[src/rtl/biriq_cfg.svh]
// Core widths, register count and the RV32I opcode and funct encodings
`ifndef BIRIQ_CFG_SVH
`define BIRIQ_CFG_SVH

// Data path and register file geometry
`define BIRIQ_XLEN          32
`define BIRIQ_NUM_REGS      32
`define BIRIQ_REG_IDX_W     5

// Major opcodes accepted by the integer pipeline
`define BIRIQ_OPC_OP        7'b0110011
`define BIRIQ_OPC_OP_IMM    7'b0010011
`define BIRIQ_OPC_LUI       7'b0110111

// funct3 groups shared by OP and OP-IMM
`define BIRIQ_F3_ADD_SUB    3'b000
`define BIRIQ_F3_SLL        3'b001
`define BIRIQ_F3_SLT        3'b010
`define BIRIQ_F3_SLTU       3'b011
`define BIRIQ_F3_XOR        3'b100
`define BIRIQ_F3_SRL_SRA    3'b101
`define BIRIQ_F3_OR         3'b110
`define BIRIQ_F3_AND        3'b111

// The alternate funct7 value selects SUB and SRA
`define BIRIQ_F7_BASE       7'b0000000
`define BIRIQ_F7_ALT        7'b0100000

`endif

[src/rtl/biriq_pkg.sv]
// Package with the data word, register index and instruction types and the ALU operation enum
`include "biriq_cfg.svh"

package biriq_pkg;

    // Operands, results and the retired counter
    typedef logic [`BIRIQ_XLEN-1:0] xlen_t;

    // Architectural register index
    typedef logic [`BIRIQ_REG_IDX_W-1:0] reg_idx_t;

    // Raw 32-bit instruction word
    typedef logic [31:0] insn_t;

    // LUI goes through the ALU as PASS_B with the U-type immediate
    typedef enum logic [3:0] {
        ALU_ADD,
        ALU_SUB,
        ALU_SLL,
        ALU_SLT,
        ALU_SLTU,
        ALU_XOR,
        ALU_SRL,
        ALU_SRA,
        ALU_OR,
        ALU_AND,
        ALU_PASS_B
    } alu_op_t;

endpackage

[src/rtl/biriq_ifs.sv]
// Interfaces dec_if, rf_if and res_if between the pipeline stages, with their modports

// Decoded instruction from decode to execute
interface dec_if;
    logic                   valid;
    biriq_pkg::alu_op_t     op;
    biriq_pkg::reg_idx_t    rs1;
    biriq_pkg::reg_idx_t    rs2;
    biriq_pkg::reg_idx_t    rd;
    biriq_pkg::xlen_t       imm;
    logic                   use_imm;
    logic                   rd_we;
    logic                   illegal;

    modport source (output valid, op, rs1, rs2, rd, imm, use_imm, rd_we, illegal);
    modport sink   (input  valid, op, rs1, rs2, rd, imm, use_imm, rd_we, illegal);
endinterface

// Two combinational register file read ports
interface rf_if;
    biriq_pkg::reg_idx_t    rs1_addr;
    biriq_pkg::reg_idx_t    rs2_addr;
    biriq_pkg::xlen_t       rs1_data;
    biriq_pkg::xlen_t       rs2_data;

    modport requester (output rs1_addr, rs2_addr, input  rs1_data, rs2_data);
    modport provider  (input  rs1_addr, rs2_addr, output rs1_data, rs2_data);
endinterface

// Execute outcome handed to the result stage
interface res_if;
    logic                   valid;
    biriq_pkg::reg_idx_t    rd;
    logic                   rd_we;
    biriq_pkg::xlen_t       data;
    logic                   illegal;

    modport source (output valid, rd, rd_we, data, illegal);
    modport sink   (input  valid, rd, rd_we, data, illegal);
endinterface

[src/rtl/biriq_decode.sv]
// Decode stage that splits an RV32I word into ALU controls, operands and an immediate
`include "biriq_cfg.svh"

module biriq_decode (
    input  logic                cpu_clock_i,
    input  logic                rst_n_i,
    input  logic                ins_valid_i,
    input  biriq_pkg::insn_t    ins_word_i,
    dec_if.source               dec
);

    logic [6:0]             opcode;
    logic [2:0]             funct3;
    logic [6:0]             funct7;
    biriq_pkg::reg_idx_t    rs1_f;
    biriq_pkg::reg_idx_t    rs2_f;
    biriq_pkg::reg_idx_t    rd_f;
    biriq_pkg::xlen_t       i_imm;
    biriq_pkg::xlen_t       u_imm;
    logic                   f7_base;
    logic                   f7_alt;
    logic                   sub_sel;
    biriq_pkg::alu_op_t     f3_op;
    biriq_pkg::alu_op_t     op_d;
    biriq_pkg::xlen_t       imm_d;
    logic                   use_imm_d;
    logic                   legal_d;

    assign opcode = ins_word_i[6:0];
    assign rd_f   = ins_word_i[11:7];
    assign funct3 = ins_word_i[14:12];
    assign rs1_f  = ins_word_i[19:15];
    assign rs2_f  = ins_word_i[24:20];
    assign funct7 = ins_word_i[31:25];

    assign i_imm = {{20{ins_word_i[31]}}, ins_word_i[31:20]};
    assign u_imm = {ins_word_i[31:12], 12'b0};

    assign f7_base = (funct7 == `BIRIQ_F7_BASE);
    assign f7_alt  = (funct7 == `BIRIQ_F7_ALT);

    // ADDI has no SUB form, bit 30 there is just part of the immediate
    assign sub_sel = f7_alt && (opcode == `BIRIQ_OPC_OP);

    always_comb begin
        case (funct3)
            `BIRIQ_F3_ADD_SUB: f3_op = sub_sel ? biriq_pkg::ALU_SUB : biriq_pkg::ALU_ADD;
            `BIRIQ_F3_SLL:     f3_op = biriq_pkg::ALU_SLL;
            `BIRIQ_F3_SLT:     f3_op = biriq_pkg::ALU_SLT;
            `BIRIQ_F3_SLTU:    f3_op = biriq_pkg::ALU_SLTU;
            `BIRIQ_F3_XOR:     f3_op = biriq_pkg::ALU_XOR;
            `BIRIQ_F3_SRL_SRA: f3_op = f7_alt ? biriq_pkg::ALU_SRA : biriq_pkg::ALU_SRL;
            `BIRIQ_F3_OR:      f3_op = biriq_pkg::ALU_OR;
            default:           f3_op = biriq_pkg::ALU_AND;
        endcase
    end

    always_comb begin
        op_d      = f3_op;
        imm_d     = i_imm;
        use_imm_d = 1'b0;
        legal_d   = 1'b0;
        case (opcode)
            `BIRIQ_OPC_OP: begin
                // Only ADD/SUB and SRL/SRA have an alternate funct7 encoding
                legal_d = f7_base || (f7_alt && ((funct3 == `BIRIQ_F3_ADD_SUB) ||
                                                 (funct3 == `BIRIQ_F3_SRL_SRA)));
            end
            `BIRIQ_OPC_OP_IMM: begin
                use_imm_d = 1'b1;
                if (funct3 == `BIRIQ_F3_SLL) begin
                    legal_d = f7_base;
                end else if (funct3 == `BIRIQ_F3_SRL_SRA) begin
                    legal_d = f7_base || f7_alt;
                end else begin
                    legal_d = 1'b1;
                end
            end
            `BIRIQ_OPC_LUI: begin
                op_d      = biriq_pkg::ALU_PASS_B;
                imm_d     = u_imm;
                use_imm_d = 1'b1;
                legal_d   = 1'b1;
            end
            default: begin
                legal_d = 1'b0;
            end
        endcase
    end

    always_ff @(posedge cpu_clock_i or negedge rst_n_i) begin
        if (!rst_n_i) begin
            dec.valid   <= 1'b0;
            dec.rd_we   <= 1'b0;
            dec.illegal <= 1'b0;
        end else begin
            dec.valid   <= ins_valid_i;
            dec.rd_we   <= ins_valid_i && legal_d && (rd_f != '0);
            dec.illegal <= ins_valid_i && !legal_d;
        end
    end

    // Payload fields are only looked at while valid is set
    always_ff @(posedge cpu_clock_i) begin
        dec.op      <= op_d;
        dec.rs1     <= rs1_f;
        dec.rs2     <= rs2_f;
        dec.rd      <= rd_f;
        dec.imm     <= imm_d;
        dec.use_imm <= use_imm_d;
    end

endmodule

[src/rtl/biriq_execute.sv]
// Execute stage with operand read, forwarding from the previous result and the ALU
module biriq_execute (
    input  logic    cpu_clock_i,
    input  logic    rst_n_i,
    dec_if.sink     dec,
    rf_if.requester rf,
    res_if.source   res
);

    logic                   fwd_rs1;
    logic                   fwd_rs2;
    biriq_pkg::xlen_t       op_a;
    biriq_pkg::xlen_t       rs2_val;
    biriq_pkg::xlen_t       op_b;
    logic [4:0]             shamt;
    biriq_pkg::xlen_t       alu_res;

    assign rf.rs1_addr = dec.rs1;
    assign rf.rs2_addr = dec.rs2;

    // The register file already holds everything two or more steps older,
    // so only the instruction sitting in our own output register needs a bypass
    assign fwd_rs1 = res.valid && res.rd_we && (res.rd == dec.rs1);
    assign fwd_rs2 = res.valid && res.rd_we && (res.rd == dec.rs2);

    assign op_a    = fwd_rs1 ? res.data : rf.rs1_data;
    assign rs2_val = fwd_rs2 ? res.data : rf.rs2_data;
    assign op_b    = dec.use_imm ? dec.imm : rs2_val;

    assign shamt = op_b[4:0];

    always_comb begin
        case (dec.op)
            biriq_pkg::ALU_ADD:  alu_res = op_a + op_b;
            biriq_pkg::ALU_SUB:  alu_res = op_a - op_b;
            biriq_pkg::ALU_SLL:  alu_res = op_a << shamt;
            biriq_pkg::ALU_SLT: begin
                alu_res = {31'b0, $signed(op_a) < $signed(op_b)};
            end
            biriq_pkg::ALU_SLTU: alu_res = {31'b0, op_a < op_b};
            biriq_pkg::ALU_XOR:  alu_res = op_a ^ op_b;
            biriq_pkg::ALU_SRL:  alu_res = op_a >> shamt;
            biriq_pkg::ALU_SRA:  alu_res = $unsigned($signed(op_a) >>> shamt);
            biriq_pkg::ALU_OR:   alu_res = op_a | op_b;
            biriq_pkg::ALU_AND:  alu_res = op_a & op_b;
            default:             alu_res = op_b;
        endcase
    end

    always_ff @(posedge cpu_clock_i or negedge rst_n_i) begin
        if (!rst_n_i) begin
            res.valid   <= 1'b0;
            res.rd_we   <= 1'b0;
            res.illegal <= 1'b0;
        end else begin
            res.valid   <= dec.valid;
            res.rd_we   <= dec.valid && dec.rd_we;
            res.illegal <= dec.valid && dec.illegal;
        end
    end

    always_ff @(posedge cpu_clock_i) begin
        res.rd   <= dec.rd;
        res.data <= alu_res;
    end

endmodule

[src/rtl/biriq_int_core.sv]
// Top level of the three-stage integer pipeline, wiring decode, execute and result
module biriq_int_core (
    input  logic                    cpu_clock_i,
    input  logic                    rst_n_i,
    input  logic                    ins_valid_i,
    input  biriq_pkg::insn_t        ins_word_i,
    output logic                    wb_valid_o,
    output biriq_pkg::reg_idx_t     wb_dest_o,
    output biriq_pkg::xlen_t        wb_data_o,
    output logic                    excp_o,
    output biriq_pkg::xlen_t        retired_count_o
);

    dec_if dec_bus ();
    rf_if  rf_bus ();
    res_if res_bus ();

    biriq_decode u_decode (
        .cpu_clock_i (cpu_clock_i),
        .rst_n_i     (rst_n_i),
        .ins_valid_i (ins_valid_i),
        .ins_word_i  (ins_word_i),
        .dec         (dec_bus.source)
    );

    // Execute reads the register file of the result stage and bypasses its own output
    biriq_execute u_execute (
        .cpu_clock_i (cpu_clock_i),
        .rst_n_i     (rst_n_i),
        .dec         (dec_bus.sink),
        .rf          (rf_bus.requester),
        .res         (res_bus.source)
    );

    biriq_result u_result (
        .cpu_clock_i     (cpu_clock_i),
        .rst_n_i         (rst_n_i),
        .res             (res_bus.sink),
        .rf              (rf_bus.provider),
        .wb_valid_o      (wb_valid_o),
        .wb_dest_o       (wb_dest_o),
        .wb_data_o       (wb_data_o),
        .excp_o          (excp_o),
        .retired_count_o (retired_count_o)
    );

endmodule

[src/rtl/biriq_result.sv]
// Result stage with the register file, writeback and exception outputs and the retired counter
`include "biriq_cfg.svh"

module biriq_result (
    input  logic                    cpu_clock_i,
    input  logic                    rst_n_i,
    res_if.sink                     res,
    rf_if.provider                  rf,
    output logic                    wb_valid_o,
    output biriq_pkg::reg_idx_t     wb_dest_o,
    output biriq_pkg::xlen_t        wb_data_o,
    output logic                    excp_o,
    output biriq_pkg::xlen_t        retired_count_o
);

    biriq_pkg::xlen_t   regs [`BIRIQ_NUM_REGS];
    logic               wr_en;
    logic               retire;

    assign wr_en  = res.valid && res.rd_we;
    assign retire = res.valid && !res.illegal;

    // Architectural state starts out all zero
    always_ff @(posedge cpu_clock_i or negedge rst_n_i) begin
        if (!rst_n_i) begin
            for (int i = 0; i < `BIRIQ_NUM_REGS; i++) begin
                regs[i] <= '0;
            end
        end else if (wr_en) begin
            regs[res.rd] <= res.data;
        end
    end

    // x0 is hardwired, whatever the array holds
    assign rf.rs1_data = (rf.rs1_addr == '0) ? '0 : regs[rf.rs1_addr];
    assign rf.rs2_data = (rf.rs2_addr == '0) ? '0 : regs[rf.rs2_addr];

    always_ff @(posedge cpu_clock_i or negedge rst_n_i) begin
        if (!rst_n_i) begin
            wb_valid_o      <= 1'b0;
            excp_o          <= 1'b0;
            retired_count_o <= '0;
        end else begin
            wb_valid_o <= wr_en;
            excp_o     <= res.valid && res.illegal;
            // Writes to x0 still count as retired
            if (retire) begin
                retired_count_o <= retired_count_o + 1'b1;
            end
        end
    end

    always_ff @(posedge cpu_clock_i) begin
        wb_dest_o <= res.rd;
        wb_data_o <= res.data;
    end

endmodule

[config.mk]
export PLATFORM = sky130hd
export DESIGN_NAME = biriq_int_core
export DESIGN_NICKNAME = d
export VERILOG_FILES = /design/src/rtl/biriq_pkg.sv /design/src/rtl/biriq_ifs.sv /design/src/rtl/biriq_decode.sv /design/src/rtl/biriq_execute.sv /design/src/rtl/biriq_int_core.sv /design/src/rtl/biriq_result.sv
export VERILOG_INCLUDE_DIRS = /design/src /design/src/rtl
export SDC_FILE = /design/constraint.sdc
export NUM_CORES = 2
export LEC_CHECK = 0
export BUFFER_PORTS_ARGS = -buffer_cell sky130_fd_sc_hd__buf_2
export CAP_MARGIN = 20
export CORE_AREA = 10 10 455 457
export DETAILED_ROUTE_END_ITERATION = 16
export DIE_AREA = 0 0 465 467
export GPL_TIMING_DRIVEN = 0
export HOLD_SLACK_MARGIN = 0.05
export MAX_ROUTING_LAYER = met4
export SYNTH_ARGS = -nofsm -noshare
export SYNTH_HDL_FRONTEND = slang
export SYNTH_SLANG_ARGS = --single-unit
[constraint.sdc]
create_clock -name cpu_clock_i -period 8.29 [get_ports cpu_clock_i]
set_clock_uncertainty 0.1 [all_clocks]
set_input_delay 0.829 -clock cpu_clock_i [delete_from_list [all_inputs] [get_ports cpu_clock_i]]
set_output_delay 0.829 -clock cpu_clock_i [all_outputs]
set_load 0.005 [all_outputs]
* Word level (Yosys, flattened, before mapping)
Cells that the tools add are included.
Word-level totals: bits in registers 1190, word-level logic and storage cells 139
Operators by class: shift-type cells 3, bitwise gates (word level) 6, $lt $le $gt $ge 6, mux-type cells 23, $add $sub $neg 3, equality and inequality tests 21, reductions and logical operators 25
Operator list (count):
- $bwmux W1024 | 1
- $bmux W32 S5 | 2
- $mux W32 | 10
- $pmux W32 S10 | 1
- $demux W32 S5 | 1
- $lt A32 B32 Y1 | 2
- $add A32 B1 Y32 const B | 1
- $add A32 B32 Y32 | 1
- $and A32 B32 Y32 | 1
- $or A32 B32 Y32 | 1
- $shl A32 B5 Y32 | 1
- $shr A32 B5 Y32 | 1
- $sshr A32 B5 Y32 | 1
- $sub A32 B32 Y32 | 1
- $xor A32 B32 Y32 | 1
- $mux W31 | 1
- $pmux W4 S7 | 1
- $eq A7 B6 Y1 const B | 3
- $ge A6 B6 Y1 const B | 3
- $not A5 Y6 | 3
- $eq A4 B3 Y1 const B | 4
- $logic_and A1 B1 Y1 | 13
- $eq A5 B5 Y1 | 2
- $logic_not A5 Y1 | 2
- 17 further kinds | 29

* Logic depth before layout (Yosys ltp)
depth in word-level cells 9, mapped depth 30, depth with buffers taken out 22

* By module
A second synthesis with hierarchy kept.
Second synthesis, totals: cell total of the unflattened synthesis 5763, area total of the unflattened synthesis 70739.1 µm²
By module, submodules not included:
- biriq_result | cells each 3907, times used 1, area each 57376.3 µm²
- biriq_execute | cells each 1729, times used 1, area each 11776.3 µm²
- biriq_decode | cells each 127, times used 1, area each 1586.5 µm²

* Worst setup path before layout
Ideal clock, no wire load.
kind reg-to-reg, start reg u_decode.dec.rs2[0], end reg u_execute.res.data[25], clock period less this slack 6210 ps, cell stages (with the launch flop) 29, library setup time 124 ps, slack 2080 ps, required time 8066 ps, arrival 5986 ps, path through dfxtp_1 buf_6 buf_6 buf_4 buf_6 buf_4 buf_4 buf_4 buf_4 mux4_2 a221oi_1 a21oi_1 a22oi_1 nor2_1 a21oi_1 inv_1 ha_1 clkbuf_1 nand3_1 nor2_1 or4b_2 a211o_1 nand4_1 a21oi_1 o211ai_1 a21boi_0 mux2_2 o41ai_1 nand2_1
On the way: cells in the longest elaborated chain, start to end 9, elaborated cells on any way between the ends 19, classes of those cells add/sub: 2; eq/ne: 1; shift: 3; mux: 7; bitwise: 4; reduce/logical: 2
Ends and longest elaborated chain:
- from (decl) | RTL line biriq_ifs.sv:15 | modport source (output valid, op, rs1, rs2, rd, imm, use_imm, rd_we, illegal);
- from (signal assigned) | RTL line biriq_decode.sv:107 | dec.rs2 <= rs2_f;
- $not A5 Y6 (implied by the code) | RTL line biriq_result.sv:36 | assign rf.rs2_data = (rf.rs2_addr == '0) ? '0 : regs[rf.rs2_addr];
- $bmux W32 S5 | RTL line biriq_result.sv:36
- $mux W32 (implied by the code) (2 in series) | RTL line biriq_result.sv:36
- $mux W32 | RTL line biriq_result.sv:36
- $mux W32 (*) | RTL line biriq_execute.sv:27 | assign rs2_val = fwd_rs2 ? res.data : rf.rs2_data;
- $mux W32 (*) | RTL line biriq_execute.sv:28 | assign op_b = dec.use_imm ? dec.imm : rs2_val;
- $sub A32 B32 Y32, or another cell as far along | RTL line biriq_execute.sv:35 | biriq_pkg::ALU_SUB: alu_res = op_a - op_b;
- $pmux W32 S10 (*) | RTL line biriq_execute.sv:33 | case (dec.op)
- net u_execute.alu_res[25] | RTL line biriq_execute.sv:16 | biriq_pkg::xlen_t alu_res;
- to (signal assigned) | RTL line biriq_execute.sv:64 | res.data <= alu_res;
- to (decl) | RTL line biriq_ifs.sv:38 | modport source (output valid, rd, rd_we, data, illegal);
The timed path passes the listed nets; every way through them passes the cells marked *. The select of a mux whose other input is x is not followed. A chain may end at the register's enable or synchronous reset.

* Worst setup path after layout
start reg u_decode.dec.rs1[2], end reg u_execute.res.data[30]
On the way: cells in the longest elaborated chain, start to end 8, elaborated cells on any way between the ends 18, classes of those cells add/sub: 2; eq/ne: 1; shift: 3; mux: 6; bitwise: 4; reduce/logical: 2
Ends and longest elaborated chain:
- from (decl) | RTL line biriq_ifs.sv:15
- from (signal assigned) | RTL line biriq_decode.sv:106 | dec.rs1 <= rs1_f;
- $not A5 Y6 (implied by the code) | RTL line biriq_result.sv:35 | assign rf.rs1_data = (rf.rs1_addr == '0) ? '0 : regs[rf.rs1_addr];
- $bmux W32 S5 | RTL line biriq_result.sv:35
- $mux W32 (implied by the code) (2 in series) | RTL line biriq_result.sv:35
- $mux W32 | RTL line biriq_result.sv:35
- $mux W32 (*) | RTL line biriq_execute.sv:26 | assign op_a = fwd_rs1 ? res.data : rf.rs1_data;
- $sub A32 B32 Y32, or another cell as far along | RTL line biriq_execute.sv:35
- $pmux W32 S10 (*) | RTL line biriq_execute.sv:33
- net u_execute.alu_res[30] | RTL line biriq_execute.sv:16
Marks and branches as above.

==> run_results.csv <==
group,metric,value,unit
cts,cts_tree,"yes",
global_route,grt_pass1_vias,55380,
timing,drv_slew,0,
route,wirelength,350100,um
yosys,synth_area_leader_cell,"dfrtp_1",
min_path,hold_class,"in -> reg",
yosys,syn_area,68790,um2
route,detail_route.vias_per_cell,6.611,
yosys,yosys_register_bits,1190,
route,vias,57380,
global_route,antenna_found_initial,24,
timing,worstMarginPinSlew,1363,ps
cts,clockBufferDepth,3,
floorplanning,dieArea,217200,um2
floorplanning,initial_core_util,34.67,%
global_route,use_met3,12.95,%
setup_path,critical_path_arrival,8980,ps
timing,finalCritPeriodShare,102.2,%
job,drv_cap,0,
outcome,violations,"negative setup slack",
placement,place_ws,-1942,ps
floorplanning,ios,106,
setup_path,crit_path_start_kind,"flop",
finish,layout.nets,6026,
outcome,outcome,"complete, but fails checks",
yosys,yosysMostFrequentCell,"dfrtp_1",
setup_path,cp_max_fo,10,
floorplanning,die_x,465,um
timing,period_needed,8470,ps
yosys,synthTopCellsByCount,"1,064 x dfrtp_1, 1,031 x mux2_2, 432 x mux4_2",
timing,hold_viol,0,
route,final_antenna_net_count,0,
setup_path,r2r_setup_slack,-180,ps
yosys,synth.top_cell.area_share,38.71,%
global_route,grt_busiest_layer,"met2",
pwr,ir_drop,0.2365,mV
yosys,yosysWarnings,0,
timing,whs,74.87,ps
yosys,async_flop_share,89.41,%
global_route,met2_usage,43.85,%
cts,htree_num_levels,4,
cts,clk_latency,820,ps
timing,max_freq,118.1,MHz
route,drt_iter0_drc,9420,
setup_path,crit_required,8800,ps
placement,placed_area,74030,um2
yosys,synthCells,5533,
yosys,synth_edf_count,0,
placement,io_buffers,103,
finish,syn_to_final_growth,15.48,%
placement,routabilityCongestion,1.077,
cts,clkTransAtPathRegs,60,ps
finish,drive_gt1_share,35.90,%
yosys,synth_flop_cell,"dfrtp_1",
pwr,leakagePower,35.48,nW
placement,dp_hpwl,263300,um
finish,utilization,40.03,%
route,drtPass1Iterations,8,
global_route,grt_use_total,31.96,%
global_route,grt_first_pass_wirelength,471500,um
yosys,synth_area_per_cell,12.43,um2
pwr,powerDensity,187.7,nW/um2
yosys,yosys.cell_types.count,99,
timing,setup_viol,6,
setup_path,max_stage_delay,1030,ps
setup_path,crit_path_top_delay_cell,"a32oi_2",
yosys,ys_seq_area_share,42.37,%
cts,cts_root_buf,"clkbuf_16",
floorplanning,core_area,198400,um2
global_route,grt-ovfl-total,0,
timing,finalWorstSetupSlack,-180.0,ps
route,drc,0,
timing,maxSlewHeadroom,9.124,%
route,wl_per_cell,40.33,um
setup_path,path_cells,"buf_2, buf_4, clkbuf_2, mux4_2, a22oi_1, nand4_1, a32oi_2, inv_1, ha_1, clkbuf_1, a21o_1, a21o_1, a21oi_1, nand3_1, nand2_1, a2111oi_0, o211ai_1, a31oi_1, a32oi_2",
yosys,ys_top_cells_by_area,"dfrtp_1 39%, mux2_2 17%, mux4_2 14%",
global_route,grt_use_met1,38.66,%
setup_path,worstSetupPathType,"reg -> reg",
cts,cts_num_sinks,1190,
setup_path,end_kind,"flop",
yosys,syn-num-nets,5671,
cts,cts-buffers-inserted,139,
global_route,grt_start_max_net_pins,167,
finish,design_area,79440,um2
floorplanning,rows,164,
floorplanning,dieHeight,467,um
power breakdown:
group	switching (mW)	internal [mW]
Combinational	1.78	0.616
Sequential	0.256	5.91
Clock	2.71	3.65
per-layer routing:
layer	share of wire, %	up-vias
met5	0	-
met3	14	1229
li1	-	21760
met2	41	4597
met4	8.0	0
met1	37	29790
layout by cell type (no fill, tap or decap), drive strengths merged, types with 19 or more instances in the layout:
cell	Yosys	routed
mux2i	293	293
mux4	433	433
dfxtp	126	126
a32oi	25	25
nor3	36	36
a21o	33	33
nand3	38	38
a21oi	194	194
o21ai	234	234
xor2	25	25
nand2	320	320
inv	99	108
xnor2	46	46
buf	161	364
o22ai	24	24
nand4	63	63
o211ai	39	39
a221oi	41	41
mux2	1033	1033
a22oi	89	89
diode	0	23
a31oi	20	20
nor2	215	215
and2	19	19
dfrtp	1064	1064
ha	101	101
o221ai	51	51
nor2b	36	36
o22a	57	57
clkinv	6	31
clkbuf	354	563
worst max-delay path: cells and delay by family (launching register included):
kind / cells / cell delay, ps
mux: 1 / 420
buf+inv: 5 / 2460
fa+ha+maj: 1 / 430
flops: 1 / 520
simple gates: 3 / 370
compound gates: 9 / 3920
cell families (layout without fill, tap and decap cells):
| logic type | Yosys count | in the layout | share of synthesized area [%] |
|---|---|---|---|
| multiplexers | 1759 | 1759 | 35.38 |
| flip-flops | 1190 | 1190 | 42.37 |
| buffers and inverters | 620 | 1087 | 4.129 |
| adder cells (fa/ha/maj) | 103 | 103 | 1.895 |
| AO/OA/AOI/OAI | 978 | 978 | 9.906 |
| other | 0 | 23 | 0 |
| XOR/XNOR | 71 | 71 | 0.9040 |
| AND/OR/NAND/NOR | 812 | 812 | 5.411 |
registers in the layout (all words and copies together), names as in the netlist, 4 cells and up:
register and count:
u_result.regs 1024, u_decode.dec.imm 32, u_execute.res.data 32, u_result.retired_count_o 32, u_result.wb_data_o 32, u_decode.dec.rd 5
u_decode.dec.rs1 5, u_decode.dec.rs2 5, u_execute.res.rd 5, u_result.wb_dest_o 5, u_decode.dec.op 4
final cells by class:
type	count	area, um2
sequential	1190	29150
multi-input combinational	3723	37090
clock inverter	41	486.7
tap	2656	3323
clock buffer	212	4138
timing repair buffer	220	2151
inverter	105	396.6
buffer	509	2649
fill	18840	119000
antenna	23	57.56
path summary, 6_finish.rpt:
path                                        startpoint                             end  depth (start not counted)
max                        u_decode.dec.rs1[2]$_DFF_P_  u_execute.res.data[30]$_DFF_P_                         19
max reg2reg                u_decode.dec.rs1[2]$_DFF_P_  u_execute.res.data[30]$_DFF_P_                         19
min in group asynchronous                      rst_n_i  u_result.regs[401]$_DFFE_PN0P_                          2
min                                     ins_word_i[19]     u_decode.dec.rs1[4]$_DFF_P_                          1
max in group asynchronous                      rst_n_i  u_result.regs[356]$_DFFE_PN0P_                          5
min reg2reg                 u_decode.dec.rd[1]$_DFF_P_     u_execute.res.rd[1]$_DFF_P_                          0
per-stage QoR:
step	power [mW]	TNS [ps]	std cells
after floorplan	7.185	0	5533
after global placement	8.418	-	8292
after detailed placement	8.463	-23380	8385
after CTS	14.75	0	8651
after global routing	15.16	-76.09	8671
final	14.91	-488.3	8679
what timing repair did:
action	4_1_cts	5_1_grt
gates resized for setup	88	40
hold buffers	13	0
setup buffers	3	2
setup endpoints to repair	23	9
hold endpoints to repair	107	0
pin swaps	6	4
No activity file was read; power rests on OpenSTA's default activity.
